==> src/common/microstepper_macros.svh <==
`ifndef MICROSTEPPER_MACROS_SVH
`define MICROSTEPPER_MACROS_SVH

// Counts in one electrical cycle
`define MS_CYCLE 192

// Coil B starts a quarter cycle ahead of coil A
`define MS_B_OFFSET 48

// Register reset values
`define MS_FASTDECAY_DEFAULT 706
`define MS_OFF_TIME_DEFAULT 800
`define MS_BLANK_TIME_DEFAULT 20
`define MS_MIN_ON_DEFAULT 0

// AXI4-Lite bus widths
`define AXIL_ADDR_W 4
`define AXIL_DATA_W 32

`endif

==> src/common/microstepper_pkg.sv <==
`default_nettype none

package microstepper_pkg;

  // Electrical phase of one coil from 0 to 191
  typedef logic [7:0] phase_t;

  // Off time, fast-decay threshold, and the widened blank and minimum-on counts
  typedef logic [9:0] timer_t;

  // Current reference for the external DAC
  typedef logic [7:0] level_t;

  // Byte address inside the register block
  typedef logic [3:0] reg_addr_t;

  localparam reg_addr_t ADDR_CTRL   = 4'h0;
  localparam reg_addr_t ADDR_OFF    = 4'h4;
  localparam reg_addr_t ADDR_TIMES  = 4'h8;
  // Read only
  localparam reg_addr_t ADDR_STATUS = 4'hC;

endpackage

`default_nettype wire

==> src/hw/microstep_sequencer.sv <==
`timescale 1ns/1ps
`default_nettype none

`include "microstepper_macros.svh"

module microstep_sequencer (
  input  logic                      clk,
  input  logic                      resetn,
  input  microstepper_pkg::phase_t  phase_a,
  input  microstepper_pkg::phase_t  phase_b,
  output logic                      s1,
  output logic                      s2,
  output logic                      s3,
  output logic                      s4,
  output microstepper_pkg::level_t  dac_a,
  output microstepper_pkg::level_t  dac_b
);

  import microstepper_pkg::*;

  localparam phase_t HALF    = phase_t'(`MS_CYCLE / 2);
  localparam phase_t QUARTER = phase_t'(`MS_CYCLE / 4);

  // Triangle reference that rises over the first quarter of each half cycle
  function automatic level_t tri_level(input phase_t p);
    phase_t m;
    m = (p >= HALF) ? p - HALF : p;
    if (m < QUARTER) begin
      return m * 8'd5;
    end
    return (HALF - 8'd1 - m) * 8'd5;
  endfunction

  always_ff @(posedge clk) begin
    if (!resetn) begin
      s1    <= 1'b0;
      s2    <= 1'b0;
      s3    <= 1'b0;
      s4    <= 1'b0;
      dac_a <= '0;
      dac_b <= '0;
    end else begin
      // The first half cycle drives current one way and the second half the other
      s1    <= (phase_a < HALF);
      s2    <= (phase_a >= HALF);
      s3    <= (phase_b < HALF);
      s4    <= (phase_b >= HALF);
      dac_a <= tri_level(phase_a);
      dac_b <= tri_level(phase_b);
    end
  end

endmodule

`default_nettype wire

==> src/hw/coil_timer.sv <==
`timescale 1ns/1ps
`default_nettype none

module coil_timer (
  input  logic                      clk,
  input  logic                      resetn,
  input  logic                      start,
  input  microstepper_pkg::timer_t  off_time,
  input  logic [7:0]                blank_time,
  input  logic [7:0]                min_on_time,
  output microstepper_pkg::timer_t  off_count,
  output logic                      blank_busy,
  output logic                      min_on_busy
);

  import microstepper_pkg::*;

  timer_t blank_count;
  timer_t min_on_count;
  logic   off_last;

  // The next two timers load on the last cycle of the off time
  assign off_last = (off_count == timer_t'(1));

  always_ff @(posedge clk) begin
    if (!resetn) begin
      off_count <= '0;
    end else if (start) begin
      off_count <= off_time;
    end else if (off_count != '0) begin
      off_count <= off_count - 1'b1;
    end
  end

  // Blanking hides the switching spike from the comparator
  always_ff @(posedge clk) begin
    if (!resetn) begin
      blank_count <= '0;
    end else if (off_last) begin
      blank_count <= timer_t'(blank_time);
    end else if (blank_count != '0) begin
      blank_count <= blank_count - 1'b1;
    end
  end

  always_ff @(posedge clk) begin
    if (!resetn) begin
      min_on_count <= '0;
    end else if (off_last) begin
      min_on_count <= timer_t'(min_on_time);
    end else if (min_on_count != '0) begin
      min_on_count <= min_on_count - 1'b1;
    end
  end

  assign blank_busy  = (blank_count != '0);
  assign min_on_busy = (min_on_count != '0);

endmodule

`default_nettype wire

==> src/hw/axil_config_regs.sv <==
`timescale 1ns/1ps
`default_nettype none

`include "microstepper_macros.svh"

module axil_config_regs (
  input  logic                        clk,
  input  logic                        resetn,
  input  logic [`AXIL_ADDR_W-1:0]     awaddr,
  input  logic                        awvalid,
  output logic                        awready,
  input  logic [`AXIL_DATA_W-1:0]     wdata,
  input  logic [`AXIL_DATA_W/8-1:0]   wstrb,
  input  logic                        wvalid,
  output logic                        wready,
  output logic                        bvalid,
  output logic [1:0]                  bresp,
  input  logic                        bready,
  input  logic [`AXIL_ADDR_W-1:0]     araddr,
  input  logic                        arvalid,
  output logic                        arready,
  output logic                        rvalid,
  output logic [`AXIL_DATA_W-1:0]     rdata,
  output logic [1:0]                  rresp,
  input  logic                        rready,
  input  microstepper_pkg::phase_t    phase_a,
  input  microstepper_pkg::phase_t    phase_b,
  input  logic                        faultn,
  output logic                        enable,
  output logic                        invert_highside,
  output logic                        invert_lowside,
  output microstepper_pkg::timer_t    off_time,
  output microstepper_pkg::timer_t    fastdecay_threshold,
  output logic [7:0]                  blank_time,
  output logic [7:0]                  min_on_time
);

  import microstepper_pkg::*;

  localparam logic [1:0] RESP_OKAY   = 2'b00;
  localparam logic [1:0] RESP_SLVERR = 2'b10;

  reg_addr_t               wr_addr;
  reg_addr_t               rd_addr;
  logic                    wr_fire;
  logic                    rd_fire;
  logic                    wr_err;
  logic                    rd_err;
  logic [`AXIL_DATA_W-1:0] rd_word;

  assign wr_addr = reg_addr_t'(awaddr);
  assign rd_addr = reg_addr_t'(araddr);
  assign wr_fire = awvalid & awready & wvalid & wready;
  assign rd_fire = arvalid & arready;

  // Address and data are taken together with one write in flight
  always_ff @(posedge clk) begin
    if (!resetn) begin
      awready <= 1'b0;
      wready  <= 1'b0;
      bvalid  <= 1'b0;
      arready <= 1'b0;
      rvalid  <= 1'b0;
    end else begin
      awready <= awvalid & wvalid & ~awready & ~bvalid;
      wready  <= awvalid & wvalid & ~awready & ~bvalid;
      arready <= arvalid & ~arready & ~rvalid;
      if (wr_fire) begin
        bvalid <= 1'b1;
      end else if (bready) begin
        bvalid <= 1'b0;
      end
      if (rd_fire) begin
        rvalid <= 1'b1;
      end else if (rready) begin
        rvalid <= 1'b0;
      end
    end
  end

  always_ff @(posedge clk) begin
    if (!resetn) begin
      enable              <= 1'b0;
      invert_highside     <= 1'b0;
      invert_lowside      <= 1'b0;
      off_time            <= timer_t'(`MS_OFF_TIME_DEFAULT);
      fastdecay_threshold <= timer_t'(`MS_FASTDECAY_DEFAULT);
      blank_time          <= 8'(`MS_BLANK_TIME_DEFAULT);
      min_on_time         <= 8'(`MS_MIN_ON_DEFAULT);
    end else if (wr_fire) begin
      case (wr_addr)
        ADDR_CTRL: begin
          if (wstrb[0]) {invert_lowside, invert_highside, enable} <= wdata[2:0];
        end
        ADDR_OFF: begin
          if (wstrb[0]) off_time[7:0] <= wdata[7:0];
          if (wstrb[1]) off_time[9:8] <= wdata[9:8];
          if (wstrb[2]) fastdecay_threshold[7:0] <= wdata[23:16];
          if (wstrb[3]) fastdecay_threshold[9:8] <= wdata[25:24];
        end
        ADDR_TIMES: begin
          if (wstrb[0]) blank_time <= wdata[7:0];
          if (wstrb[1]) min_on_time <= wdata[15:8];
        end
        default: begin
        end
      endcase
    end
  end

  // A write to the read-only status register is dropped without error
  assign wr_err = ~(wr_addr inside {ADDR_CTRL, ADDR_OFF, ADDR_TIMES, ADDR_STATUS});

  always_comb begin
    rd_word = '0;
    rd_err  = 1'b0;
    case (rd_addr)
      ADDR_CTRL:   rd_word[2:0] = {invert_lowside, invert_highside, enable};
      ADDR_OFF:    rd_word = {6'b0, fastdecay_threshold, 6'b0, off_time};
      ADDR_TIMES:  rd_word[15:0] = {min_on_time, blank_time};
      ADDR_STATUS: rd_word[16:0] = {faultn, phase_b, phase_a};
      default:     rd_err = 1'b1;
    endcase
  end

  always_ff @(posedge clk) begin
    if (wr_fire) begin
      bresp <= wr_err ? RESP_SLVERR : RESP_OKAY;
    end
    if (rd_fire) begin
      rdata <= rd_word;
      rresp <= rd_err ? RESP_SLVERR : RESP_OKAY;
    end
  end

endmodule

`default_nettype wire

==> src/hw/microstepper_control.sv <==
`timescale 1ns/1ps
`default_nettype none

`include "microstepper_macros.svh"

module microstepper_control (
  input  logic                      clk,
  input  logic                      resetn,
  input  logic                      step,
  input  logic                      dir,
  input  logic                      analog_cmp1,
  input  logic                      analog_cmp2,
  input  logic                      enable,
  input  logic                      invert_highside,
  input  logic                      invert_lowside,
  input  microstepper_pkg::timer_t  fastdecay_threshold,
  input  logic                      s1,
  input  logic                      s2,
  input  logic                      s3,
  input  logic                      s4,
  input  microstepper_pkg::timer_t  off_count_a,
  input  microstepper_pkg::timer_t  off_count_b,
  input  logic                      blank_busy_a,
  input  logic                      blank_busy_b,
  input  logic                      min_on_busy_a,
  input  logic                      min_on_busy_b,
  output microstepper_pkg::phase_t  phase_a,
  output microstepper_pkg::phase_t  phase_b,
  output logic                      offtimer_start_a,
  output logic                      offtimer_start_b,
  output logic                      faultn,
  output logic                      phase_a1_h,
  output logic                      phase_a2_h,
  output logic                      phase_b1_h,
  output logic                      phase_b2_h,
  output logic                      phase_a1_l,
  output logic                      phase_a2_l,
  output logic                      phase_b1_l,
  output logic                      phase_b2_l
);

  import microstepper_pkg::*;

  localparam phase_t PHASE_LAST = phase_t'(`MS_CYCLE - 1);

  logic [2:0] step_sync;
  logic [2:0] dir_sync;
  logic       step_rise;
  logic       fast_a;
  logic       fast_b;
  logic       slow_a;
  logic       slow_b;
  logic [3:0] pol;
  logic [3:0] fast_sel;
  logic [3:0] slow_sel;
  logic [3:0] high_next;
  logic [3:0] low_next;
  logic [3:0] high_q;
  logic [3:0] low_q;

  // One step of the phase counter with wrap at both ends
  function automatic phase_t next_phase(input phase_t p, input logic up);
    if (up) begin
      return (p == PHASE_LAST) ? '0 : p + 1'b1;
    end
    return (p == '0) ? PHASE_LAST : p - 1'b1;
  endfunction

  // Step and direction come from another clock domain
  always_ff @(posedge clk) begin
    step_sync <= {step_sync[1:0], step};
    dir_sync  <= {dir_sync[1:0], dir};
  end

  assign step_rise = step_sync[1] & ~step_sync[2];

  always_ff @(posedge clk) begin
    if (!resetn) begin
      phase_a <= '0;
      phase_b <= phase_t'(`MS_B_OFFSET);
    end else if (step_rise) begin
      phase_a <= next_phase(phase_a, dir_sync[2]);
      phase_b <= next_phase(phase_b, dir_sync[2]);
    end
  end

  // Start the off time on peak current once blanking is over
  assign offtimer_start_a = analog_cmp1 & ~blank_busy_a & (off_count_a == '0);
  assign offtimer_start_b = analog_cmp2 & ~blank_busy_b & (off_count_b == '0);

  // Off time begins fast and finishes slow
  assign fast_a = (off_count_a != '0) & (off_count_a >= fastdecay_threshold);
  assign fast_b = (off_count_b != '0) & (off_count_b >= fastdecay_threshold);
  assign slow_a = (off_count_a != '0) & ~fast_a;
  assign slow_b = (off_count_b != '0) & ~fast_b;

  assign pol      = {s4, s3, s2, s1};
  assign fast_sel = {fast_b, fast_b, fast_a, fast_a};
  assign slow_sel = {slow_b, slow_b, slow_a, slow_a};

  // Fast decay swaps the bridge and slow decay shorts the coil on the low sides
  always_comb begin
    for (int i = 0; i < 4; i++) begin
      high_next[i] = ~slow_sel[i] & (fast_sel[i] ^ pol[i]) & faultn & enable;
      low_next[i]  = slow_sel[i] | ~(fast_sel[i] ^ pol[i]) | ~enable;
    end
  end

  always_ff @(posedge clk) begin
    if (!resetn) begin
      high_q <= '0;
      low_q  <= '1;
    end else begin
      high_q <= high_next ^ {4{invert_highside}};
      low_q  <= low_next ^ {4{invert_lowside}};
    end
  end

  assign phase_a1_h = high_q[0];
  assign phase_a2_h = high_q[1];
  assign phase_b1_h = high_q[2];
  assign phase_b2_h = high_q[3];
  assign phase_a1_l = low_q[0];
  assign phase_a2_l = low_q[1];
  assign phase_b1_l = low_q[2];
  assign phase_b2_l = low_q[3];

  // Fault latch set by an off time inside the minimum on time and held until reset
  always_ff @(posedge clk) begin
    if (!resetn) begin
      faultn <= 1'b1;
    end else if ((offtimer_start_a & min_on_busy_a) | (offtimer_start_b & min_on_busy_b)) begin
      faultn <= 1'b0;
    end
  end

endmodule

`default_nettype wire

==> src/hw/microstepper_top.sv <==
`timescale 1ns/1ps
`default_nettype none

`include "microstepper_macros.svh"

module microstepper_top (
  input  logic                        clk,
  input  logic                        resetn,
  input  logic                        step,
  input  logic                        dir,
  input  logic                        analog_cmp1,
  input  logic                        analog_cmp2,
  input  logic [`AXIL_ADDR_W-1:0]     awaddr,
  input  logic                        awvalid,
  output logic                        awready,
  input  logic [`AXIL_DATA_W-1:0]     wdata,
  input  logic [`AXIL_DATA_W/8-1:0]   wstrb,
  input  logic                        wvalid,
  output logic                        wready,
  output logic                        bvalid,
  output logic [1:0]                  bresp,
  input  logic                        bready,
  input  logic [`AXIL_ADDR_W-1:0]     araddr,
  input  logic                        arvalid,
  output logic                        arready,
  output logic                        rvalid,
  output logic [`AXIL_DATA_W-1:0]     rdata,
  output logic [1:0]                  rresp,
  input  logic                        rready,
  output logic                        phase_a1_h,
  output logic                        phase_a2_h,
  output logic                        phase_b1_h,
  output logic                        phase_b2_h,
  output logic                        phase_a1_l,
  output logic                        phase_a2_l,
  output logic                        phase_b1_l,
  output logic                        phase_b2_l,
  output logic                        faultn,
  output microstepper_pkg::level_t    dac_a,
  output microstepper_pkg::level_t    dac_b
);

  import microstepper_pkg::*;

  logic       enable;
  logic       invert_highside;
  logic       invert_lowside;
  timer_t     off_time;
  timer_t     fastdecay_threshold;
  logic [7:0] blank_time;
  logic [7:0] min_on_time;
  phase_t     phase_a;
  phase_t     phase_b;
  logic       s1;
  logic       s2;
  logic       s3;
  logic       s4;
  logic       offtimer_start_a;
  logic       offtimer_start_b;
  timer_t     off_count_a;
  timer_t     off_count_b;
  logic       blank_busy_a;
  logic       blank_busy_b;
  logic       min_on_busy_a;
  logic       min_on_busy_b;

  axil_config_regs i_regs (
    .clk                 (clk),
    .resetn              (resetn),
    .awaddr              (awaddr),
    .awvalid             (awvalid),
    .awready             (awready),
    .wdata               (wdata),
    .wstrb               (wstrb),
    .wvalid              (wvalid),
    .wready              (wready),
    .bvalid              (bvalid),
    .bresp               (bresp),
    .bready              (bready),
    .araddr              (araddr),
    .arvalid             (arvalid),
    .arready             (arready),
    .rvalid              (rvalid),
    .rdata               (rdata),
    .rresp               (rresp),
    .rready              (rready),
    .phase_a             (phase_a),
    .phase_b             (phase_b),
    .faultn              (faultn),
    .enable              (enable),
    .invert_highside     (invert_highside),
    .invert_lowside      (invert_lowside),
    .off_time            (off_time),
    .fastdecay_threshold (fastdecay_threshold),
    .blank_time          (blank_time),
    .min_on_time         (min_on_time)
  );

  microstep_sequencer i_sequencer (
    .clk     (clk),
    .resetn  (resetn),
    .phase_a (phase_a),
    .phase_b (phase_b),
    .s1      (s1),
    .s2      (s2),
    .s3      (s3),
    .s4      (s4),
    .dac_a   (dac_a),
    .dac_b   (dac_b)
  );

  coil_timer i_timer_a (
    .clk         (clk),
    .resetn      (resetn),
    .start       (offtimer_start_a),
    .off_time    (off_time),
    .blank_time  (blank_time),
    .min_on_time (min_on_time),
    .off_count   (off_count_a),
    .blank_busy  (blank_busy_a),
    .min_on_busy (min_on_busy_a)
  );

  coil_timer i_timer_b (
    .clk         (clk),
    .resetn      (resetn),
    .start       (offtimer_start_b),
    .off_time    (off_time),
    .blank_time  (blank_time),
    .min_on_time (min_on_time),
    .off_count   (off_count_b),
    .blank_busy  (blank_busy_b),
    .min_on_busy (min_on_busy_b)
  );

  microstepper_control i_control (
    .clk                 (clk),
    .resetn              (resetn),
    .step                (step),
    .dir                 (dir),
    .analog_cmp1         (analog_cmp1),
    .analog_cmp2         (analog_cmp2),
    .enable              (enable),
    .invert_highside     (invert_highside),
    .invert_lowside      (invert_lowside),
    .fastdecay_threshold (fastdecay_threshold),
    .s1                  (s1),
    .s2                  (s2),
    .s3                  (s3),
    .s4                  (s4),
    .off_count_a         (off_count_a),
    .off_count_b         (off_count_b),
    .blank_busy_a        (blank_busy_a),
    .blank_busy_b        (blank_busy_b),
    .min_on_busy_a       (min_on_busy_a),
    .min_on_busy_b       (min_on_busy_b),
    .phase_a             (phase_a),
    .phase_b             (phase_b),
    .offtimer_start_a    (offtimer_start_a),
    .offtimer_start_b    (offtimer_start_b),
    .faultn              (faultn),
    .phase_a1_h          (phase_a1_h),
    .phase_a2_h          (phase_a2_h),
    .phase_b1_h          (phase_b1_h),
    .phase_b2_h          (phase_b2_h),
    .phase_a1_l          (phase_a1_l),
    .phase_a2_l          (phase_a2_l),
    .phase_b1_l          (phase_b1_l),
    .phase_b2_l          (phase_b2_l)
  );

endmodule

`default_nettype wire

==> config.mk <==
export PLATFORM = sky130hd
export DESIGN_NAME = microstepper_top
export DESIGN_NICKNAME = d
export VERILOG_FILES = /design/src/common/microstepper_pkg.sv /design/src/hw/microstep_sequencer.sv /design/src/hw/coil_timer.sv /design/src/hw/axil_config_regs.sv /design/src/hw/microstepper_control.sv /design/src/hw/microstepper_top.sv
export VERILOG_INCLUDE_DIRS = /design/src /design/src/common
export SDC_FILE = /design/constraint.sdc
export NUM_CORES = 1
export LEC_CHECK = 0
export BUFFER_PORTS_ARGS = -buffer_cell sky130_fd_sc_hd__buf_2
export CAP_MARGIN = 20
export CORE_UTILIZATION = 55
export CTS_BUF_LIST = sky130_fd_sc_hd__clkbuf_4 sky130_fd_sc_hd__clkbuf_8
export DETAILED_ROUTE_END_ITERATION = 7
export PLACE_DENSITY = 0.78
export SKIP_CTS_REPAIR_TIMING = 1
export SLEW_MARGIN = 20
export SYNTH_ARGS = -nofsm -noshare
export SYNTH_HDL_FRONTEND = slang
export SYNTH_HIERARCHICAL = 1
export SYNTH_SLANG_ARGS = --single-unit
export TNS_END_PERCENT = 1
==> constraint.sdc <==
create_clock -name clk -period 3.5 [get_ports clk]
set_input_delay 0.7 -clock clk [delete_from_list [all_inputs] [get_ports clk]]
set_output_delay 0.7 -clock clk [all_outputs]
set_load 0.05 [all_outputs]
==> flow_summary.ini <==
[route]
drc = 0
ant_nets = 0
vias = 9504
vias_per_cell = 5.88
routed-wl-met2_um = 13000
routed.top_layer = met4
met3WireLength_um = 1460
drt_pass1_iterations = 6
wl_per_cell_um = 16.8
finalWirelength_um = 27200
wl_met1_um = 11900
drt_iter0_markers = 807

[power_and_ir_drop]
power_switching_mw = 3.17
ir_drop_mv = 0.311
power_density_nw_per_um2 = 651
p_comb_frac = 0.426
p_leak_nw = 5.29
internal_power_mw = 4.79
swShare = 0.398
seqPwrFrac = 0.365
power_frac_clock = 0.209

[floorplan]
initial_utilization = 0.561
ios = 121
dieArea_um2 = 20500
rows = 51
chipWidth_um = 143
core_um2 = 19500
die_h_um = 143

[cts]
cts_buffers = 17
root_buffer = clkbuf_8
cts_tree = built
clkTransAtPathRegs_ns = 0.10
clockBufferDepth = 2
cts_htree_levels = 4
clock_latency_ns = 0.47
clock-sinks = 182

[grt]
gr-total-overflow = 0
antenna_found_initial = 0
grtUsageTotal = 0.272
grt_pass1_wl_um = 43700
grt_max_degree = 99
grt_pass1_vias = 8877

[synthesis]
seq_area_frac_synth = 0.358
yosys.area.top_type = dfxtp_1
synth_commonest_cells = dfxtp_1 (154), nand2_1 (141), nor2_1 (85), ha_1 (73), a21oi_1 (71)
synth.most_common_cell = dfxtp_1
ys_seq_elements = 182
async_reset_ff_frac = 0
synthDominantCellAreaShare = 0.281
netlist_instances = 1247
synth_cell_types = 83
synth_warnings = 6
synth_area_um2 = 11000
synth-main-ff-cell = dfxtp_1
synth_edf_count = 28
yosys-top-cells-area = dfxtp_1 (28%), ha_1 (8.3%), edfxtp_1 (7.7%)
syn_area_per_cell_um2 = 8.79

[timing]
finalCritPeriodShare = 0.938
tightest_slew_ns = 0.911
drv_slew = 0
finalSetupViolCount = 0
rsz0062_at_grt = no
hold_violations = 0
finalSetupTns_ns = 0
fmax_mhz = 305
final.min_clock_period_ns = 3.28
max_slew_margin = 0.387
finalClockSkew_ns = 0.0126

[setup_path]
cpPeakStageDelay_ns = 0.53
cp_cell_sequence = ha_1 -> or4b_4 -> o211ai_1 -> o21ai_0 -> ha_1 -> inv_1 -> ha_1 -> ha_1 -> a21oi_1 -> xnor2_1 -> mux2i_1 -> mux2i_1
path_depth = 12
cp_top_family = adder cells
crit_start = i_control/phase_b[6]
crit_path_end_kind = flip-flop
r2r_cells = 12
crit_path_frequent_cell = ha_1
arrival_ns = 3.69
critPathBufInv = 1
cp.required_ns = 3.91
cpMaxStageDelayCell = or4b_4
start_kind = flip-flop
path_class = flip-flop to flip-flop
reg2reg_from = i_control/phase_b[6]
path_max_fanout = 5

[place]
gp_congestion = 0.903
dp_hpwl_um = 19800
dp_cells = 1585
io_buffers = 106

[final_layout]
nFillCells = 1682
syn2layout_area_growth_pct = 11.6
final_util = 0.626
layout.cells.non_filler = 1617
antenna_cells = 0
nets = 1471
drive_above_1_share = 0.158

[min_path]
hp-start = step
worst_hold_path.num_cells = 1
holdCritPathClass = input pin to flip-flop

[outcome]
outcome = finished clean

[flow_run]
cap_violations = 0
-- per-stage QoR --
step / cell area, um2 / hold WS [ns] / power [mW] / worst slack, ns
final: 12200 / 0.326 / 7.96 / 0.217
after global routing: 12200 / 0.300 / 8.54 / 0.00677
after CTS: 12200 / 0.305 / 7.95 / 0.214
after detailed placement: 11800 / 0.313 / 6.27 / 0.227
after global placement: 11800 / 0.312 / 6.15 / 0.319
after floorplan: 11000 / 0.310 / 5.56 / 0.220
-- power groups by stage --
stage	registers [mW]	clock network (mW)	logic, mW
after floorplan	2.95	0	2.62
after global placement	2.91	0	3.23
after detailed placement	2.93	0	3.34
after CTS	2.89	1.69	3.37
after global routing	2.96	1.77	3.81
final	2.90	1.66	3.39
-- cell families after synthesis --
logic type / share of synthesized area
and+or+nand+nor: 0.232
DFF: 0.358
buffers and inverters: 0.0484
AOI/OAI and AO/OA: 0.161
adders and majority gates: 0.0906
muxes: 0.0753
other: 0.000342
xor gates and xnor gates: 0.0340
-- cell type report --
type                    instances  area [um2]  share of cell area
repair buffers                134         756              0.0618
inverters                      61         229              0.0187
clock inverters                14         219              0.0179
well taps                     265         332              0.0271
flip-flops and latches        182        3920               0.321
multi-input cells             943        6530               0.534
clock buffers                  18         241              0.0197
-- routing by layer --
layer  track usage  up-vias
li1              -     4698
met1         0.342     4423
met2         0.466      327
met3        0.0352       56
met4         0.118        0
met5             0        -
-- registers in the layout, summed over array words and instances (netlist names), 10 cells and up --
register                    cells
i_timer_b/min_on_count         10
i_timer_a/min_on_count         10
i_regs/off_time                10
i_timer_a/blank_count          10
i_timer_b/blank_count          10
i_regs/fastdecay_threshold     10
i_regs/rdata                   26
i_timer_b/off_count            10
i_timer_a/off_count            10
-- placed cells by master, fill, tap and decap left out, types with 43 or more instances in the layout --
cell type and n:
nand3_1 43, ha_1 73, a21oi_1 71, buf_2 105, o21ai_0 62, nand2_1 141, inv_1 60, mux2i_1 60
dfxtp_1 154, nor2_1 85
-- worst paths after layout --
check / endpoint / slack, ns
setup / recovery: i_sequencer/dac_b[7] / 0.22
hold / removal: i_control/step_sync[0] / 0.33
setup reg to reg: i_sequencer/dac_b[7] / 0.22
hold reg to reg: i_control/dir_sync[2] / 0.33
(Power assumes the default switching activity.)
